[src/common/eg_pkg.sv]
`default_nettype none

package eg_pkg;

    typedef logic [9:0] atten_t;     // 0 loud, 1023 quiet
    typedef logic [4:0] rate_t;      // ar, d1r, d2r, or rr doubled
    typedef logic [3:0] rr_t;
    typedef logic [3:0] d1l_t;
    typedef logic [6:0] tl_t;
    typedef logic [7:0] lfa_t;       // am value from the lfo
    typedef logic [1:0] ams_t;
    typedef logic [3:0] attenrate_t; // 0..14 from the rate generator
    typedef logic [1:0] envcntr_t;   // sample phase, time counter bits 2:1
    typedef logic [3:0] dweight_t;   // one-hot step weight

    typedef enum logic [1:0] {
        ATTACK       = 2'd0,
        FIRST_DECAY  = 2'd1,
        SECOND_DECAY = 2'd2,
        RELEASE      = 2'd3
    } env_state_e;

    localparam atten_t ATTEN_QUIET     = 10'd1023;
    localparam atten_t ATTEN_DECAY_MAX = 10'd1008; // top 6 bits all set

endpackage

`default_nettype wire
[src/rtl/eg_top.sv]
`timescale 1ns/10ps
`default_nettype none

module eg_top #(
    parameter int N_OPS = 32
) (
    input  wire                     i_EMUCLK,
    input  wire                     mrst_n,
    input  wire                     i_kon,
    input  wire eg_pkg::rate_t      i_ar,
    input  wire eg_pkg::rate_t      i_d1r,
    input  wire eg_pkg::rate_t      i_d2r,
    input  wire eg_pkg::rr_t        i_rr,
    input  wire eg_pkg::d1l_t       i_d1l,
    input  wire eg_pkg::tl_t        i_tl,
    input  wire eg_pkg::ams_t       i_ams,
    input  wire eg_pkg::lfa_t       i_lfa,
    input  wire                     i_test_loud,
    output logic                    o_slot_first,
    output logic                    o_pg_phase_rst,
    output eg_pkg::atten_t          o_atten
);
    import eg_pkg::*;

    logic       third_sample;
    envcntr_t   envcntr;
    attenrate_t attenrate;
    logic       kon_current;
    logic       kon_detected;
    env_state_e state_prev;
    logic [5:0] rate;         // scaled rate
    logic       atten_min;
    logic       atten_max;
    logic       d1_end;
    atten_t     level;

    eg_rate_gen #(.N_OPS(N_OPS)) u_rate_gen (
        .i_EMUCLK       (i_EMUCLK),
        .mrst_n         (mrst_n),
        .o_slot_first   (o_slot_first),
        .o_third_sample (third_sample),
        .o_envcntr      (envcntr),
        .o_attenrate    (attenrate)
    );

    // state loop and level loop run in lockstep on the same slot
    eg_state_loop #(.N_OPS(N_OPS)) u_state_loop (
        .i_EMUCLK       (i_EMUCLK),
        .mrst_n         (mrst_n),
        .i_kon          (i_kon),
        .i_ar           (i_ar),
        .i_d1r          (i_d1r),
        .i_d2r          (i_d2r),
        .i_rr           (i_rr),
        .i_atten_min    (atten_min),
        .i_atten_max    (atten_max),
        .i_d1_end       (d1_end),
        .o_pg_phase_rst (o_pg_phase_rst),
        .o_kon_current  (kon_current),
        .o_kon_detected (kon_detected),
        .o_state_prev   (state_prev),
        .o_rate         (rate)
    );

    eg_level_loop #(.N_OPS(N_OPS)) u_level_loop (
        .i_EMUCLK       (i_EMUCLK),
        .mrst_n         (mrst_n),
        .i_kon_current  (kon_current),
        .i_kon_detected (kon_detected),
        .i_state_prev   (state_prev),
        .i_rate         (rate),
        .i_d1l          (i_d1l),
        .i_third_sample (third_sample),
        .i_envcntr      (envcntr),
        .i_attenrate    (attenrate),
        .o_atten_min    (atten_min),
        .o_atten_max    (atten_max),
        .o_d1_end       (d1_end),
        .o_level        (level)
    );

    eg_post u_post (
        .i_EMUCLK    (i_EMUCLK),
        .mrst_n      (mrst_n),
        .i_level     (level),
        .i_ams       (i_ams),
        .i_lfa       (i_lfa),
        .i_tl        (i_tl),
        .i_test_loud (i_test_loud),
        .o_atten     (o_atten)
    );

endmodule

`default_nettype wire

[src/rtl/eg_post.sv]
`timescale 1ns/10ps
`default_nettype none

module eg_post (
    input  wire                     i_EMUCLK,
    input  wire                     mrst_n,
    input  wire eg_pkg::atten_t     i_level,
    input  wire eg_pkg::ams_t       i_ams,
    input  wire eg_pkg::lfa_t       i_lfa,
    input  wire eg_pkg::tl_t        i_tl,
    input  wire                     i_test_loud,
    output eg_pkg::atten_t          o_atten
);
    import eg_pkg::*;

    atten_t      lvl_s1;
    atten_t      lfa_s1;
    atten_t      mod_s2;
    atten_t      tl_s3;
    tl_t         tl_s1;
    tl_t         tl_s2;
    logic        loud_s1;
    logic        loud_s2;
    logic        loud_s3;
    logic [10:0] mod_add;
    logic [10:0] tl_add;

    assign mod_add = {1'b0, lvl_s1} + {1'b0, lfa_s1};
    assign tl_add  = {1'b0, mod_s2} + {1'b0, tl_s2, 3'b000}; // tl in steps of 8

    // am depth, ams 0 turns it off
    always_ff @(posedge i_EMUCLK) begin
        unique case (i_ams)
            2'd0: lfa_s1 <= '0;
            2'd1: lfa_s1 <= {2'b00, i_lfa};
            2'd2: lfa_s1 <= {1'b0, i_lfa, 1'b0};
            2'd3: lfa_s1 <= {i_lfa, 2'b00};
        endcase
        tl_s1 <= i_tl;
        tl_s2 <= tl_s1;
    end

    ////////////////////////////////////////////////////////////
    // four stages, level in to o_atten

    always_ff @(posedge i_EMUCLK) begin
        if (!mrst_n) begin
            lvl_s1  <= ATTEN_QUIET;
            mod_s2  <= ATTEN_QUIET;
            tl_s3   <= ATTEN_QUIET;
            o_atten <= ATTEN_QUIET;
            loud_s1 <= 1'b0;
            loud_s2 <= 1'b0;
            loud_s3 <= 1'b0;
        end else begin
            lvl_s1  <= i_level;
            loud_s1 <= i_test_loud;
            mod_s2  <= mod_add[10] ? ATTEN_QUIET : mod_add[9:0]; // clamp quiet
            loud_s2 <= loud_s1;
            tl_s3   <= tl_add[10] ? ATTEN_QUIET : tl_add[9:0];
            loud_s3 <= loud_s2;
            o_atten <= loud_s3 ? '0 : tl_s3; // test bit, full volume
        end
    end

endmodule

`default_nettype wire

[src/eg_core/eg_level_loop.sv]
`timescale 1ns/10ps
`default_nettype none

module eg_level_loop #(
    parameter int N_OPS = 32
) (
    input  wire                     i_EMUCLK,
    input  wire                     mrst_n,
    input  wire                     i_kon_current,
    input  wire                     i_kon_detected,
    input  wire eg_pkg::env_state_e i_state_prev,
    input  wire [5:0]               i_rate,
    input  wire eg_pkg::d1l_t       i_d1l,
    input  wire                     i_third_sample,
    input  wire eg_pkg::envcntr_t   i_envcntr,
    input  wire eg_pkg::attenrate_t i_attenrate,
    output logic                    o_atten_min,
    output logic                    o_atten_max,
    output logic                    o_d1_end,
    output eg_pkg::atten_t          o_level
);
    import eg_pkg::*;

    localparam int STORE_LEN = N_OPS - 4;          // c9, c10, gated, sum make up the rest
    localparam logic [15:0] INTENSITY = 16'h7510;  // strong step, by {rate[1:0], envcntr}

    atten_t     lvl_c9;
    atten_t     lvl_c10;
    atten_t     lvl_gated;
    atten_t     lvl_sum;
    atten_t     lvl_store [STORE_LEN];
    atten_t     delta;
    dweight_t   dweight_c;
    dweight_t   dweight;
    logic       rate_zero;
    logic       rate_full;
    logic       intensity;
    logic [5:0] rate_appl;
    logic       atten_inc;   // quieter, decay and release
    logic       atten_dec;   // louder, attack
    logic       fix_max;
    logic       enable_prev;

    ////////////////////////////////////////////////////////////
    // flags from the slot's previous level

    assign o_atten_min = lvl_c9 == '0;
    assign o_atten_max = lvl_c9 >= ATTEN_DECAY_MAX;
    assign o_d1_end    = lvl_c9[9:4] == {(i_d1l == 4'd15), i_d1l, 1'b0}; // d1l 15 maps past 31
    assign o_level     = lvl_store[STORE_LEN-1];

    assign rate_zero = i_rate == 6'd0;
    assign rate_full = i_rate[5:1] == 5'b11111;
    assign intensity = INTENSITY[{i_rate[1:0], i_envcntr}];
    assign rate_appl = i_rate + {i_attenrate, 2'b00}; // carry dropped

    // step weight, only in a third-sample frame
    always_comb begin
        dweight_c = 4'b0000;
        if (i_third_sample) begin
            case (i_rate[5:2])
                4'b1111: dweight_c = 4'b1000;
                4'b1110: dweight_c = intensity ? 4'b1000 : 4'b0100;
                4'b1101: dweight_c = intensity ? 4'b0100 : 4'b0010;
                4'b1100: dweight_c = intensity ? 4'b0010 : 4'b0001;
                default: begin
                    // slow rates step only when the applied rate hits this set
                    if (!rate_zero && (rate_appl inside {6'd48, 6'd49, 6'd50, 6'd51,
                                                         6'd54, 6'd55, 6'd57, 6'd59})) begin
                        dweight_c = 4'b0001;
                    end
                end
            endcase
        end
    end

    ////////////////////////////////////////////////////////////
    // step control

    always_ff @(posedge i_EMUCLK) begin
        dweight     <= dweight_c;
        fix_max     <= (i_state_prev != ATTACK) && !i_kon_detected && o_atten_max;
        enable_prev <= !i_kon_detected || !rate_full; // full-rate key-on starts from 0
        if (!mrst_n) begin
            atten_inc <= 1'b0;
            atten_dec <= 1'b0;
        end else begin
            atten_inc <= !i_kon_detected && !o_atten_max &&
                         ((i_state_prev == FIRST_DECAY && !o_d1_end) ||
                          i_state_prev == SECOND_DECAY || i_state_prev == RELEASE);
            atten_dec <= i_state_prev == ATTACK && i_kon_current && !o_atten_min && !rate_full;
        end
    end

    // signed step, attack uses a negative step scaled by the level itself
    always_ff @(posedge i_EMUCLK) begin
        unique case ({atten_dec, atten_inc})
            2'b01: delta <= {6'b000000, dweight};
            2'b10: begin
                case (dweight)
                    4'b0001: delta <= {4'b1111, ~lvl_c10[9:5], ~lvl_c10[3]};
                    4'b0010: delta <= {3'b111, ~lvl_c10[9:5], ~lvl_c10[3], ~lvl_c10[1]};
                    4'b0100: delta <= {2'b11, ~lvl_c10[9:5], ~lvl_c10[3], {2{~lvl_c10[2]}}};
                    4'b1000: delta <= {1'b1, ~lvl_c10[9:5], {4{~lvl_c10[4]}}};
                    default: delta <= '0;
                endcase
            end
            default: delta <= '0;
        endcase
    end

    ////////////////////////////////////////////////////////////
    // level ring, N_OPS stages in all

    always_ff @(posedge i_EMUCLK) begin
        if (!mrst_n) begin
            lvl_c9    <= ATTEN_QUIET;
            lvl_c10   <= ATTEN_QUIET;
            lvl_gated <= ATTEN_QUIET;
            lvl_sum   <= ATTEN_QUIET;
            for (int i = 0; i < STORE_LEN; i++) lvl_store[i] <= ATTEN_QUIET;
        end else begin
            lvl_c9  <= lvl_store[STORE_LEN-1];
            lvl_c10 <= lvl_c9;
            if (fix_max)          lvl_gated <= ATTEN_QUIET; // snap to quiet
            else if (enable_prev) lvl_gated <= lvl_c10;
            else                  lvl_gated <= '0;
            lvl_sum <= lvl_gated + delta; // wraps, the step never crosses 0
            lvl_store[0] <= lvl_sum;
            for (int i = 1; i < STORE_LEN; i++) lvl_store[i] <= lvl_store[i-1];
        end
    end

endmodule

`default_nettype wire

[src/eg_core/eg_state_loop.sv]
`timescale 1ns/10ps
`default_nettype none

module eg_state_loop #(
    parameter int N_OPS = 32
) (
    input  wire                     i_EMUCLK,
    input  wire                     mrst_n,
    input  wire                     i_kon,
    input  wire eg_pkg::rate_t      i_ar,
    input  wire eg_pkg::rate_t      i_d1r,
    input  wire eg_pkg::rate_t      i_d2r,
    input  wire eg_pkg::rr_t        i_rr,
    input  wire                     i_atten_min,
    input  wire                     i_atten_max,
    input  wire                     i_d1_end,
    output logic                    o_pg_phase_rst,
    output logic                    o_kon_current,
    output logic                    o_kon_detected,
    output eg_pkg::env_state_e      o_state_prev,
    output logic [5:0]              o_rate
);
    import eg_pkg::*;

    localparam int HIST_LEN  = N_OPS - 4; // previous key, ahead of the 4-stage tail
    localparam int STORE_LEN = N_OPS - 5; // 4 pre stages + fsm register close the ring

    logic [3:0]          kon_cur_dly;   // lines up the key with the level pipeline
    logic [HIST_LEN-1:0] kon_prev_hist;
    logic [3:0]          kon_prev_dly;
    env_state_e          state_pre [4];
    env_state_e          state_cur;
    env_state_e          state_store [STORE_LEN];
    rate_t               rate_sel;
    rate_t               rate_c8;

    ////////////////////////////////////////////////////////////
    // key-on history, edge = now high, N_OPS cycles ago low

    assign o_kon_current  = kon_cur_dly[3];
    assign o_kon_detected = kon_cur_dly[3] & ~kon_prev_dly[3];
    assign o_pg_phase_rst = o_kon_detected;
    assign o_state_prev   = state_pre[3];

    always_ff @(posedge i_EMUCLK) begin
        if (!mrst_n) begin
            kon_cur_dly   <= '0;
            kon_prev_hist <= '0;
            kon_prev_dly  <= '0;
        end else begin
            kon_cur_dly   <= {kon_cur_dly[2:0], i_kon};
            kon_prev_hist <= {kon_prev_hist[HIST_LEN-2:0], kon_cur_dly[3]};
            kon_prev_dly  <= {kon_prev_dly[2:0], kon_prev_hist[HIST_LEN-1]};
        end
    end

    ////////////////////////////////////////////////////////////
    // state ring, one entry per slot

    always_ff @(posedge i_EMUCLK) begin
        if (!mrst_n) begin
            for (int i = 0; i < 4; i++) state_pre[i] <= RELEASE;
            for (int i = 0; i < STORE_LEN; i++) state_store[i] <= RELEASE;
        end else begin
            // an early edge already picks the attack rate
            state_pre[0] <= (i_kon && !kon_prev_hist[HIST_LEN-1]) ? ATTACK
                                                                   : state_store[STORE_LEN-1];
            for (int i = 1; i < 4; i++) state_pre[i] <= state_pre[i-1];
            state_store[0] <= state_cur;
            for (int i = 1; i < STORE_LEN; i++) state_store[i] <= state_store[i-1];
        end
    end

    // envelope fsm, flags come back from the level loop in the same cycle
    always_ff @(posedge i_EMUCLK) begin
        if (!mrst_n) begin
            state_cur <= RELEASE;
        end else if (o_kon_detected) begin
            state_cur <= ATTACK;
        end else if (!o_kon_current) begin
            state_cur <= RELEASE; // key off
        end else begin
            unique case (state_pre[3])
                ATTACK:       state_cur <= i_atten_min ? FIRST_DECAY : ATTACK;
                FIRST_DECAY: begin
                    if (i_atten_max)   state_cur <= RELEASE;
                    else if (i_d1_end) state_cur <= SECOND_DECAY;
                    else               state_cur <= FIRST_DECAY;
                end
                SECOND_DECAY: state_cur <= i_atten_max ? RELEASE : SECOND_DECAY;
                RELEASE:      state_cur <= RELEASE;
            endcase
        end
    end

    ////////////////////////////////////////////////////////////
    // rate per state, two cycles ahead of the level stage

    always_comb begin
        unique case (state_pre[1])
            ATTACK:       rate_sel = i_ar;
            FIRST_DECAY:  rate_sel = i_d1r;
            SECOND_DECAY: rate_sel = i_d2r;
            RELEASE:      rate_sel = {i_rr, 1'b0};
        endcase
    end

    always_ff @(posedge i_EMUCLK) begin
        rate_c8 <= rate_sel;
        o_rate  <= {rate_c8, 1'b0}; // no key-scale term, tops out at 62
    end

endmodule

`default_nettype wire

[src/rtl/eg_rate_gen.sv]
`timescale 1ns/10ps
`default_nettype none

module eg_rate_gen #(
    parameter int N_OPS = 32
) (
    input  wire                     i_EMUCLK,
    input  wire                     mrst_n,
    output logic                    o_slot_first,
    output logic                    o_third_sample,
    output eg_pkg::envcntr_t        o_envcntr,
    output eg_pkg::attenrate_t      o_attenrate
);
    import eg_pkg::*;

    // 5 bits minimum so slot 16 always fits
    localparam int SLOT_W = ($clog2(N_OPS) < 5) ? 5 : $clog2(N_OPS);
    localparam logic [SLOT_W-1:0] LAST_SLOT = SLOT_W'(N_OPS - 1);
    localparam logic [SLOT_W-1:0] ADD_END   = SLOT_W'(16); // serial add on slots 0..15
    localparam logic [SLOT_W-1:0] ZERO_END  = SLOT_W'(14); // bits 0..13 scanned on slots 1..14

    logic [SLOT_W-1:0] slot_cnt;
    logic              slot_last;
    logic              add_win;
    logic [1:0]        sample_cnt;
    logic [14:0]       time_sr;   // 16-cell ring together with tsum
    logic              tsum;
    logic              tcarry;
    logic [1:0]        tadd;
    logic              one_seen;
    attenrate_t        zero_cnt;

    ////////////////////////////////////////////////////////////
    // slot and sample counters

    assign slot_last      = slot_cnt == LAST_SLOT;
    assign add_win        = slot_cnt < ADD_END;
    assign o_slot_first   = slot_cnt == '0;
    assign o_third_sample = sample_cnt[1]; // high one frame out of three

    always_ff @(posedge i_EMUCLK) begin
        if (!mrst_n) begin
            slot_cnt   <= '0;
            sample_cnt <= 2'd0;
        end else begin
            slot_cnt <= slot_last ? '0 : slot_cnt + 1'b1;
            if (slot_last) begin
                sample_cnt <= sample_cnt[1] ? 2'd0 : sample_cnt + 2'd1; // 0,1,2
            end
        end
    end

    ////////////////////////////////////////////////////////////
    // serial time counter, lsb first

    // carry-in of 1 at slot 0 makes the +1, only in a third-sample frame
    assign tadd = {1'b0, o_third_sample & (o_slot_first | tcarry)} + {1'b0, time_sr[0]};

    always_ff @(posedge i_EMUCLK) begin
        if (!mrst_n) begin
            time_sr <= '0;
            tsum    <= 1'b0;
            tcarry  <= 1'b0;
        end else if (add_win) begin
            {tcarry, tsum} <= tadd;
            time_sr        <= {tsum, time_sr[14:1]}; // ring holds still outside the window
        end
    end

    // count zero bits from the lsb until the first one
    // first one at bit k gives k+1, fourteen zeros give 0
    always_ff @(posedge i_EMUCLK) begin
        if (!mrst_n || o_slot_first) begin
            one_seen <= 1'b0;
            zero_cnt <= 4'd1;
        end else if (slot_cnt <= ZERO_END && !one_seen) begin
            if (tsum) begin
                one_seen <= 1'b1; // tsum holds the bit of the previous slot
            end else begin
                zero_cnt <= (zero_cnt == 4'd14) ? 4'd0 : zero_cnt + 4'd1;
            end
        end
    end

    ////////////////////////////////////////////////////////////
    // frame-end latch

    always_ff @(posedge i_EMUCLK) begin
        if (!mrst_n) begin
            o_envcntr   <= 2'd0;
            o_attenrate <= 4'd0;
        end else if (slot_last && o_third_sample) begin
            // on a 16-slot frame the last shift lands on this same edge
            o_envcntr   <= add_win ? time_sr[3:2] : time_sr[2:1];
            o_attenrate <= zero_cnt;
        end
    end

endmodule

`default_nettype wire

[config.mk]
export PLATFORM = sky130hd
export DESIGN_NAME = eg_top
export DESIGN_NICKNAME = d
export VERILOG_FILES = /design/src/common/eg_pkg.sv /design/src/rtl/eg_top.sv /design/src/rtl/eg_post.sv /design/src/eg_core/eg_level_loop.sv /design/src/eg_core/eg_state_loop.sv /design/src/rtl/eg_rate_gen.sv
export SDC_FILE = /design/constraint.sdc
export NUM_CORES = 1
export LEC_CHECK = 0
export ABC_AREA = 1
export BUFFER_PORTS_ARGS = -buffer_cell sky130_fd_sc_hd__buf_4
export CAP_MARGIN = 20
export CORE_MARGIN = 10
export CORE_UTILIZATION = 45
export CTS_BUF_LIST = sky130_fd_sc_hd__clkbuf_8 sky130_fd_sc_hd__clkbuf_16
export CTS_CLUSTER_SIZE = 30
export DETAILED_ROUTE_END_ITERATION = 8
export PLACE_DENSITY = 0.73
export SLEW_MARGIN = 20
export SYNTH_ARGS = -nofsm -noshare
export SYNTH_HDL_FRONTEND = slang
export SYNTH_SLANG_ARGS = --single-unit
[constraint.sdc]
create_clock -name i_EMUCLK -period 4.1 [get_ports i_EMUCLK]
set_clock_uncertainty 0.1 [all_clocks]
set_input_delay 1.23 -clock i_EMUCLK [delete_from_list [all_inputs] [get_ports i_EMUCLK]]
set_output_delay 1.23 -clock i_EMUCLK [all_outputs]
set_load 0.01 [all_outputs]
==> results of run 1 <==
placed cells by master (no fill, tap or decap), drive strengths merged, types with 9 or more instances in the layout:
cell type  count
inv          164
nor2          90
nand3         59
a21oi         35
clkinv        11
buf           59
o22ai          9
nand4         17
xor2          10
o21ai         60
clkbuf        60
dfxtp        539
ha            36
or2          359
nand2        192
worst register-to-register path, delay by kind of cell (launching register included):
kind / cells / cell delay, ns
AO/OA/AOI/OAI: 1 / 0.21
XOR/XNOR: 1 / 0.30
flip-flops: 1 / 0.30
AND/OR/NAND/NOR: 3 / 0.36
adder cells (fa/ha/maj): 2 / 0.66
stage by stage:
| step | worst slack (ns) | area (um^2) | hold slack (ns) | total power [W] |
|---|---|---|---|---|
| after floorplan | 1.93 | 16800 | 0.210 | 0.00568 |
| after global placement | 1.33 | 17600 | 0.212 | 0.00578 |
| after detailed placement | 1.35 | 17600 | 0.212 | 0.00579 |
| after CTS | 0.831 | 19300 | 0.227 | 0.0104 |
| after global routing | 0.670 | 19300 | 0.234 | 0.0107 |
| final | 0.839 | 19300 | 0.227 | 0.0103 |
cells by family (layout without fill, tap and decap cells):
group           Yosys count  count (layout)
simple gates            728             728
flops                   539             539
buf+inv                 208             300
compound gates          124             124
fa+ha+maj                40              40
xor+xnor                 18              18
mux                       1               1
state kept, by name, summed over array words and instances, names as in the netlist, 8 cells and up:
name                        count
u_level_loop.lvl_store        280
u_state_loop.state_store       54
u_state_loop.kon_prev_hist     28
u_rate_gen.time_sr             15
u_level_loop.delta             10
u_level_loop.lvl_c10           10
u_level_loop.lvl_c9            10
u_level_loop.lvl_gated         10
u_level_loop.lvl_sum           10
u_post.lfa_s1                  10
u_post.mod_s2                  10
u_post.o_atten                 10
u_post.tl_s3                   10
u_state_loop.state_pre          8
area by class of cell:
| class | count | area, um^2 | area share, % |
|---|---|---|---|
| inverters | 154 | 583 | 3.02 |
| well taps | 468 | 586 | 3.03 |
| clock buffers | 60 | 1400 | 7.25 |
| clock inverters | 27 | 262 | 1.35 |
| multi-input cells | 911 | 5210 | 27.0 |
| flip-flops and latches | 539 | 10800 | 55.9 |
| repair buffers | 59 | 468 | 2.42 |
routing by layer:
metal	share of wire (%)	vias to the layer above	wire length, um
li1	-	5227	-
met1	50	4586	13300
met2	43	163	11600
met3	4.4	48	1170
met4	2.3	0	616
met5	0	-	0
how the worst min path moves through the flow:
| stage | slack [ns] | from | cells after the start | end |
|---|---|---|---|---|
| 2_1_floorplan | 0.21 | u_post.tl_s1[0] | 0 | u_post.tl_s2[0] |
| 3_3_place_gp | 0.21 | u_post.tl_s1[6] | 0 | u_post.tl_s2[6] |
| 3_5_place_dp | 0.21 | u_post.tl_s1[3] | 0 | u_post.tl_s2[3] |
| 4_1_cts | 0.23 | u_post.tl_s1[3] | 0 | u_post.tl_s2[3] |
| 5_1_grt | 0.23 | u_post.tl_s1[2] | 0 | u_post.tl_s2[2] |
| 6_report | 0.23 | u_post.tl_s1[6] | 0 | u_post.tl_s2[6] |
where the power goes:
part | switching (W) | internal (W) | leakage, nW
Sequential | 0.0000272 | 0.00530 | 4.38
Clock | 0.00186 | 0.00273 | 0.861
Combinational | 0.000212 | 0.000136 | 2.95
Total | 0.00210 | 0.00816 | 8.18
==> flow_summary_export.csv, run 1 <==
group,metric,value,unit
run_status,status,"completed",
cts,cts.sinks,539,
logic_synthesis,synthSimpleGateAreaFrac,22.7,%
logic_synthesis,synthCells,1658,
global_routing,grt_use_met3,2.67,%
global_routing,grt_use_met2,18.4,%
worst_setup_path,crit_required,2.77,ns
die,fp.dieH,213,um
drt,post-route-drc-count,0,
drt,dr.pass1.iters,5,
worst_setup_path,cp_max_fo,20,
sta,fmax,307,MHz
drt,dr.first_iter.drc_count,596,
worst_setup_path,timing.critical_path.to,"o_slot_first",
cts,numCtsBuffers,50,
placement,hpwlAfterDp,16800,um
logic_synthesis,synthAdderAreaFrac,3.16,%
placement,place_congestion,0.835,
drt,finalWirelength,26700,um
final_layout,fillers,3159,
worst_setup_path,critPathCaptureType,"primary output",
final_layout,diodes,0,
worst_setup_path,critPathMaxStageDelay,0.50,ns
global_routing,grt_pass1_vias,9594,
cts,clock_path_buffers,3,
logic_synthesis,yosysMostFrequentCell,"dfxtp_1",
worst_setup_path,crit_slowest_cell,"dfxtp_1",
sta,drv_slew,0,
sta,fin_tns_setup,0,ns
min_path,hold_path_class,"reg -> reg",
logic_synthesis,synth-async-reset-ratio,0,%
global_routing,busiest_layer,"met2",
pwr,ir_drop,0.309,mV
logic_synthesis,synth_compound_area_share,4.14,%
pwr,p_per_area,532,mW/mm^2
logic_synthesis,synthFlopType,"dfxtp_1",
placement,io_buffers,55,
logic_synthesis,yosysTopAreaCell,"dfxtp_1",
final_layout,final_cell_count_no_fill,2218,
sta,finalCritPeriodShare,79.5,%
worst_setup_path,cp-start-kind,"flop",
pwr,leakagePower,8.18,nW
worst_setup_path,r2r_end,"u_level_loop.lvl_sum[6]",
drt,wire_per_inst,12.0,um
cts,cts_setup_buffers,0,
sta,fin_crit,3.26,ns
logic_synthesis,synth-xor-area-share,0.939,%
sta,finalSetupViolCount,0,
cts,cts_resized,0,
cts,htree_levels,2,
sta,hold_viol,0,
worst_setup_path,worstSetupStartpoint,"u_rate_gen.slot_cnt[4]",
cts,clockRootBuffer,"clkbuf_16",
worst_setup_path,path_class,"reg -> out",
final_layout,fin_util,52.6,%
worst_setup_path,arrival,1.93,ns
flow_run,max_cap_violations,0,
logic_synthesis,synth_commonest_cells,"dfxtp_1, or2_2, nand2_1",
global_routing,met1_usage,15.9,%
die,dieArea,0.0454,mm^2
global_routing,track_usage,11.8,%
worst_setup_path,critical_path.top_delay_family,"buffers and inverters",
final_layout,drive_gt1_share,29.3,%
cts,cts_tree,"done",
global_routing,grt_antenna_before_repair,0,
logic_synthesis,yosysSeqAreaShare,64.3,%
worst_setup_path,r2r_slack,2.05,ns
final_layout,synthToLayoutAreaGrowth,14.9,%
placement,placed_cells,2131,
logic_synthesis,synthTopCellsByArea,"dfxtp_1, or2_2, nand2_1",
global_routing,grt_first_pass_wirelength,44900,um
sta,tightest_slew,0.605,ns
worst_setup_path,crit_cells,4,
die,ioPinCount,56,
drt,num_vias,10024,
die,num_rows,70,
logic_synthesis,synth_seq_cells,539,
final_layout,final_nets,1799,
die,start_util,45.8,%
sta,rsz0062_at_grt,"no",
worst_setup_path,rr_worst_depth,7,
logic_synthesis,synth_top_family_by_area,"simple AND/OR/NAND/NOR gates",
worst_setup_path,path_buf_inv,2,
drt,viasPerCell,4.52,
global_routing,grt_overflow,0,
cts,clkTransAtPathRegs,0.07,ns
logic_synthesis,synth_area_per_cell,10.1,um^2
logic_synthesis,yosysTopAreaCellShare,64.3,%
global_routing,grt_max_degree,134,
sta,maxSlewHeadroom,59.6,%
logic_synthesis,synth_mux_area_share,0.0596,%
cts,holdBufCountCts,0,
drt,ant_nets,0,
die,core_area,0.0367,mm^2
worst_setup_path,rr_startpoint,"u_level_loop.delta[0]",
worst_setup_path,cp_cell_sequence,"inv_2, nand2_1, nor3_2, buf_4",
die,die_x,213,um
logic_synthesis,synth_area,0.0168,mm^2
logic_synthesis,synthDistinctLibCells,42,
cts,clk_latency,0.56,ns
logic_synthesis,syn_nets,1742,
logic_synthesis,synth_edf_count,0,
logic_synthesis,ys_warn_count,0,
Note: power is estimated with default switching activity, not from simulation.
==> run 2, diff against run 1 <==
==> constraint.sdc (replaced) <==
create_clock -name i_EMUCLK -period 3.1 [get_ports i_EMUCLK]
set_clock_uncertainty 0.1 [all_clocks]
set_input_delay 0.93 -clock i_EMUCLK [delete_from_list [all_inputs] [get_ports i_EMUCLK]]
set_output_delay 0.93 -clock i_EMUCLK [all_outputs]
set_load 0.01 [all_outputs]
==> run 2 against run 1 <==
Sequential share of layout area about the same. Worst setup slack lost 0.42 ns. Final area is essentially flat. Critical path type unchanged. Count of clock-buffer cells in the layout shrank 4. Via count rose by 0.74%. Clock power increased by 29%. Non-clock buffer count is 3 higher. Worst hold slack got worse by 0.0049 ns. Wire length increased by 1.4%. Core utilization barely moved.
==> flow_summary_export.csv, run 2 (same netlist as run 1, synthesis figures left out) <==
group,metric,value,unit
run_status,status,"completed",
worst_setup_path,critical_path.top_delay_family,"buffers and inverters",
die,num_rows,70,
cts,clockRootBuffer,"clkbuf_16",
min_path,hold_path_class,"reg -> reg",
drt,wire_per_inst,12.2,um
worst_setup_path,crit_slowest_cell,"dfxtp_1",
global_routing,grt_max_degree,126,
drt,num_vias,10098,
worst_setup_path,rr_worst_depth,7,
global_routing,grt_first_pass_wirelength,45900,um
worst_setup_path,arrival,1.65,ns
sta,finalCritPeriodShare,86.4,%
flow_run,max_cap_violations,0,
pwr,p_per_area,696,mW/mm^2
sta,fin_tns_setup,0,ns
worst_setup_path,cp_cell_sequence,"inv_2, nand2_1, nor3_2, buf_4",
worst_setup_path,rr_startpoint,"u_level_loop.lvl_c9[7]",
placement,dpl_cell_area,0.0177,mm^2
final_layout,drive_gt1_share,29.4,%
worst_setup_path,crit_required,2.07,ns
cts,holdBufCountCts,0,
sta,fin_crit,2.68,ns
final_layout,top_register,"u_level_loop.lvl_store",
die,die_x,213,um
cts,cts_tree,"done",
drt,finalWirelength,27000,um
cts,clk_latency,0.56,ns
drt,ant_nets,0,
cts,cts_setup_buffers,0,
placement,io_buffers,55,
min_path,min-delay-start,"u_state_loop.rate_c8[0]",
worst_setup_path,path_class,"reg -> out",
cts,clock_path_buffers,3,
global_routing,grt_overflow,0,
final_layout,final_cell_mix,"dfxtp_1, or2_2, nand2_1",
final_layout,final_common_cell,"dfxtp_1",
worst_setup_path,path_buf_inv,2,
drt,dr.pass1.iters,7,
worst_setup_path,cp_max_fo,18,
final_layout,final_nets,1801,
sta,drv_slew,0,
cts,htree_levels,2,
drt,dr.first_iter.drc_count,532,
min_path,whs_path_depth,0,
sta,fmax,373,MHz
cts,numCtsBuffers,49,
global_routing,grt_pass1_vias,10056,
cts,cts_resized,0,
worst_setup_path,r2r_end,"u_post.mod_s2[7]",
cts,clkTransAtPathRegs,0.06,ns
worst_setup_path,critPathMaxStageDelay,0.31,ns
global_routing,track_usage,12.1,%
final_layout,largest_reg_flops,280,
worst_setup_path,r2r_slack,1.02,ns
die,start_util,45.8,%
placement,hpwlAfterDp,17100,um
final_layout,synthToLayoutAreaGrowth,14.9,%
min_path,whs_endpoint,"u_state_loop.o_rate[1]",
sta,finalSetupViolCount,0,
final_layout,largestRegisters,"u_level_loop.lvl_store x280, u_state_loop.state_store x54, u_state_loop.kon_prev_hist x28",
sta,rsz0062_at_grt,"no",
drt,post-route-drc-count,0,
die,fp.dieH,213,um
placement,place_congestion,0.845,
worst_setup_path,critPathCaptureType,"primary output",
sta,hold_viol,0,
worst_setup_path,cp-start-kind,"flop",
pwr,leakagePower,8.18,nW
die,ioPinCount,56,
final_layout,fin_area,0.0193,mm^2
die,dieArea,0.0454,mm^2
die,core_area,0.0367,mm^2
pwr,ir_drop,0.631,mV
cts,cts.sinks,539,
sta,maxSlewHeadroom,56.4,%
sta,tightest_slew,0.653,ns
drt,viasPerCell,4.54,
global_routing,grt_antenna_before_repair,1,
## run 2: worst register-to-register path: cells and delay by family (launching register included)
family	cells	cell delay [ns]
AOI/OAI and AO/OA	2	0.27
buffers and inverters	1	0.08
adders and majority gates	1	0.35
DFF	1	0.57
and+or+nand+nor	3	0.57
## run 2: area by class of cell
cell class / instances / area (um^2)
clock inverter: 31 / 292
antenna: 1 / 2.50
sequential: 539 / 10800
clock buffer: 56 / 1320
timing repair buffer: 62 / 503
tap: 468 / 586
multi-input combinational: 911 / 5210
fill: 3214 / 17400
inverter: 154 / 583
## run 2: report_power, final
part | leakage, nW | switching, W | internal [W]
combinational | 2.97 | 0.000286 | 0.000183
clock | 0.835 | 0.00245 | 0.00347
sequential | 4.38 | 0.0000368 | 0.00701
## run 2: metal layers
metal,global-route usage [%],vias to the layer above,wire (um)
met5,0,-,0
met1,15.4,4632,12800
met4,4.57,0,650
li1,-,5242,-
met2,19.6,168,12200
met3,3.09,56,1390
## run 2: worst max-delay path by stage
stage | from | end | slack [ns] | cells after the start
after CTS | u_rate_gen.slot_cnt[4] | o_slot_first | 0.39 | 4
after global routing | u_rate_gen.slot_cnt[4] | o_slot_first | 0.33 | 4
after global placement | mrst_n | u_level_loop.atten_dec | 0.82 | 6
final | u_rate_gen.slot_cnt[4] | o_slot_first | 0.42 | 4
after floorplan | u_rate_gen.slot_cnt[4] | o_slot_first | 1.23 | 4
after detailed placement | mrst_n | u_level_loop.atten_dec | 0.84 | 6
## run 2: per-stage QoR
step	setup WS, ns	util [%]	hold WS, ns	std cells	total power [W]
5_1_grt	0.328	52.6	0.229	2221	0.0140
6_report	0.421	52.6	0.222	2222	0.0134
3_5_place_dp	0.835	48.2	0.212	2134	0.00767
3_3_place_gp	0.816	48.2	0.213	2134	0.00765
4_1_cts	0.390	52.6	0.225	2221	0.0136
2_1_floorplan	1.23	-	0.210	1658	0.00751
==> run 3, diff against run 2 <==
--- a/config.mk
+++ b/config.mk
@@ -6,14 +6,13 @@
 export NUM_CORES = 1
 export LEC_CHECK = 0
 export ABC_AREA = 1
-export BUFFER_PORTS_ARGS = -buffer_cell sky130_fd_sc_hd__buf_4
 export CAP_MARGIN = 20
 export CORE_MARGIN = 10
 export CORE_UTILIZATION = 45
 export CTS_BUF_LIST = sky130_fd_sc_hd__clkbuf_8 sky130_fd_sc_hd__clkbuf_16
 export CTS_CLUSTER_SIZE = 30
 export DETAILED_ROUTE_END_ITERATION = 8
-export PLACE_DENSITY = 0.73
+export DONT_BUFFER_PORTS = 1
 export SLEW_MARGIN = 20
 export SYNTH_ARGS = -nofsm -noshare
 export SYNTH_HDL_FRONTEND = slang
==> constraint.sdc (replaced) <==
create_clock -name i_EMUCLK -period 2.3 [get_ports i_EMUCLK]
set_clock_uncertainty 0.1 [all_clocks]
set_input_delay 0.69 -clock i_EMUCLK [delete_from_list [all_inputs] [get_ports i_EMUCLK]]
set_output_delay 0.69 -clock i_EMUCLK [all_outputs]
set_load 0.01 [all_outputs]
==> run 3 against run 2 <==
Worst setup slack got worse by 0.35 ns. Clock power increased by 42%. First-iteration DRC count decreased by 0.19%. Die area unchanged. Critical path depth unchanged. Power increased by 37%. Critical endpoint unchanged. Count of clock-buffer cells in the layout increased by 4. Wire length decreased by 5.9%. Sequential power increased by 35%. Highest routed layer unchanged. Largest cell class unchanged. Worst hold slack got worse by 0.16 ns. Sequential share of layout area increased by 0.78 points.
==> flow_summary_export.csv, run 3 (same netlist as run 1, synthesis figures left out) <==
group,metric,value,unit
run_status,status,"completed",
drt,viasPerCell,4.52,
sta,finalCritPeriodShare,97.0,%
placement,place_congestion,0.839,
worst_setup_path,r2r_end,"u_post.mod_s2[7]",
drt,dr.pass1.iters,5,
flow_run,max_cap_violations,0,
die,ioPinCount,56,
sta,fmax,448,MHz
sta,hold_viol,0,
drt,dr.first_iter.drc_count,531,
global_routing,grt_antenna_before_repair,0,
worst_setup_path,crit_required,1.51,ns
pwr,leakagePower,7.99,nW
drt,wire_per_inst,11.7,um
final_layout,drive_gt1_share,27.5,%
cts,clock_path_buffers,3,
drt,num_vias,9830,
final_layout,multi_input_area,0.00522,mm^2
pwr,p_per_area,968,mW/mm^2
cts,cts_tree,"done",
final_layout,final-seq-area,0.0108,mm^2
die,core_area,0.0367,mm^2
final_layout,diodes,0,
sta,finalSetupViolCount,0,
drt,ant_nets,0,
worst_setup_path,critPathCaptureType,"primary output",
final_layout,largestRegisters,"u_level_loop.lvl_store x280, u_state_loop.state_store x54, u_state_loop.kon_prev_hist x28",
sta,whs,0.0606,ns
worst_setup_path,path_class,"reg -> out",
final_layout,final_common_cell,"dfxtp_1",
global_routing,grt_max_degree,96,
final_layout,largest_reg_flops,280,
cts,htree_levels,2,
die,fp.dieH,213,um
placement,io_buffers,0,
sta,fin_crit,2.23,ns
worst_setup_path,cp-start-kind,"flop",
drt,post-route-drc-count,0,
sta,tightest_slew,0.580,ns
placement,post-place-ws,0.386,ns
min_path,hold_path_class,"in -> reg",
worst_setup_path,cp_max_fo,3,
die,die_x,213,um
cts,clkTransAtPathRegs,0.06,ns
die,start_util,45.8,%
global_routing,track_usage,11.5,%
cts,clockRootBuffer,"clkbuf_16",
placement,hpwlAfterDp,15600,um
sta,drv_slew,0,
pwr,ir_drop,0.591,mV
sta,layout_setup_ws,0.0685,ns
sta,maxSlewHeadroom,61.0,%
pwr,p_total,0.0184,W
cts,holdBufCountCts,0,
worst_setup_path,rr_startpoint,"u_level_loop.lvl_c9[8]",
global_routing,grt_first_pass_wirelength,44000,um
global_routing,grt_pass1_vias,9415,
global_routing,grt_overflow,0,
die,dieArea,0.0454,mm^2
worst_setup_path,arrival,1.44,ns
min_path,whs_endpoint,"u_post.tl_s1[1]",
die,num_rows,70,
min_path,min-delay-start,"i_tl[1]",
worst_setup_path,rr_worst_depth,7,
cts,clk_latency,0.56,ns
drt,finalWirelength,25400,um
final_layout,final_cell_mix,"dfxtp_1, or2_2, nand2_1",
worst_setup_path,r2r_slack,0.39,ns
final_layout,final_nets,1750,
final_layout,top_register,"u_level_loop.lvl_store",
final_layout,synthToLayoutAreaGrowth,13.3,%
min_path,whs_path_depth,0,
cts,cts.sinks,539,
cts,numCtsBuffers,51,
final_layout,fillers,3315,
[run 3: cell count changes in the layout (fill, tap and decap cells not counted), moves of 3 or more]
cell / previous run / this run
clkbuf_16: 49 / 53
buf_4: 59 / 6
inv_6: 4 / 1
clkinvlp_4: 2 / 5
[run 3: report_power, final]
part           switching [W]  internal (W)  total (W)  leakage (nW)
Clock                0.00335       0.00506    0.00841         0.895
Combinational       0.000326      0.000192   0.000517          2.71
Sequential         0.0000568       0.00944    0.00950          4.38
Total                0.00373        0.0147     0.0184          7.99
[run 3: how the worst max path moves through the flow]
| stage | startpoint | endpoint | slack, ns | cells past startpoint |
|---|---|---|---|---|
| 6_report | u_rate_gen.slot_cnt[1] | o_slot_first | 0.07 | 4 |
| 5_1_grt | u_rate_gen.slot_cnt[0] | o_slot_first | -0.001 | 4 |
| 4_1_cts | u_rate_gen.slot_cnt[0] | o_slot_first | 0.02 | 4 |
| 3_5_place_dp | u_level_loop.lvl_c9[8] | u_post.mod_s2[7] | 0.39 | 7 |
| 3_3_place_gp | u_level_loop.lvl_c9[8] | u_post.mod_s2[9] | 0.42 | 7 |
| 2_1_floorplan | u_level_loop.lvl_c9[0] | u_post.mod_s2[6] | 0.57 | 7 |
[run 3: metal layers]
| metal | global-route usage, % | wire [um] | vias to the layer above |
|---|---|---|---|
| met3 | 2.71 | 1180 | 52 |
| li1 | - | - | 5144 |
| met4 | 4.57 | 610 | 0 |
| met1 | 15.5 | 12600 | 4495 |
| met5 | 0 | 0 | - |
| met2 | 17.5 | 11000 | 139 |
[run 3: through the flow]
stage	cell area (um^2)	cells	utilization, %	setup TNS, ns
floorplan	16800	1658	-	0
global placement	17300	2079	47.0	0
detailed placement	17300	2079	47.0	0
CTS	19000	2172	51.8	0
global route	19000	2174	51.9	-0.00114
finish	19000	2174	51.9	0
[run 3: area by class of cell]
type,count,area share (%)
multi-input cells,911,27.4
repair buffers,9,0.552
inverters,154,3.09
clock buffers,60,7.47
clock inverters,33,1.65
flip-flops and latches,539,56.7
well taps,468,3.08
[run 3: worst max-delay path, cell delays in order (launching register included)]
cell and delay (ns):
dfxtp_4 0.35, inv_2 0.04, ha_2 0.17, nand2_2 0.07, nor3_4 0.27
[run 3: timing repair]
action,in CTS,in global routing
setup endpoints to repair,1,1
pin swaps,0,2
setup buffers,0,2
hold endpoints to repair,0,0
resized for setup,2,8
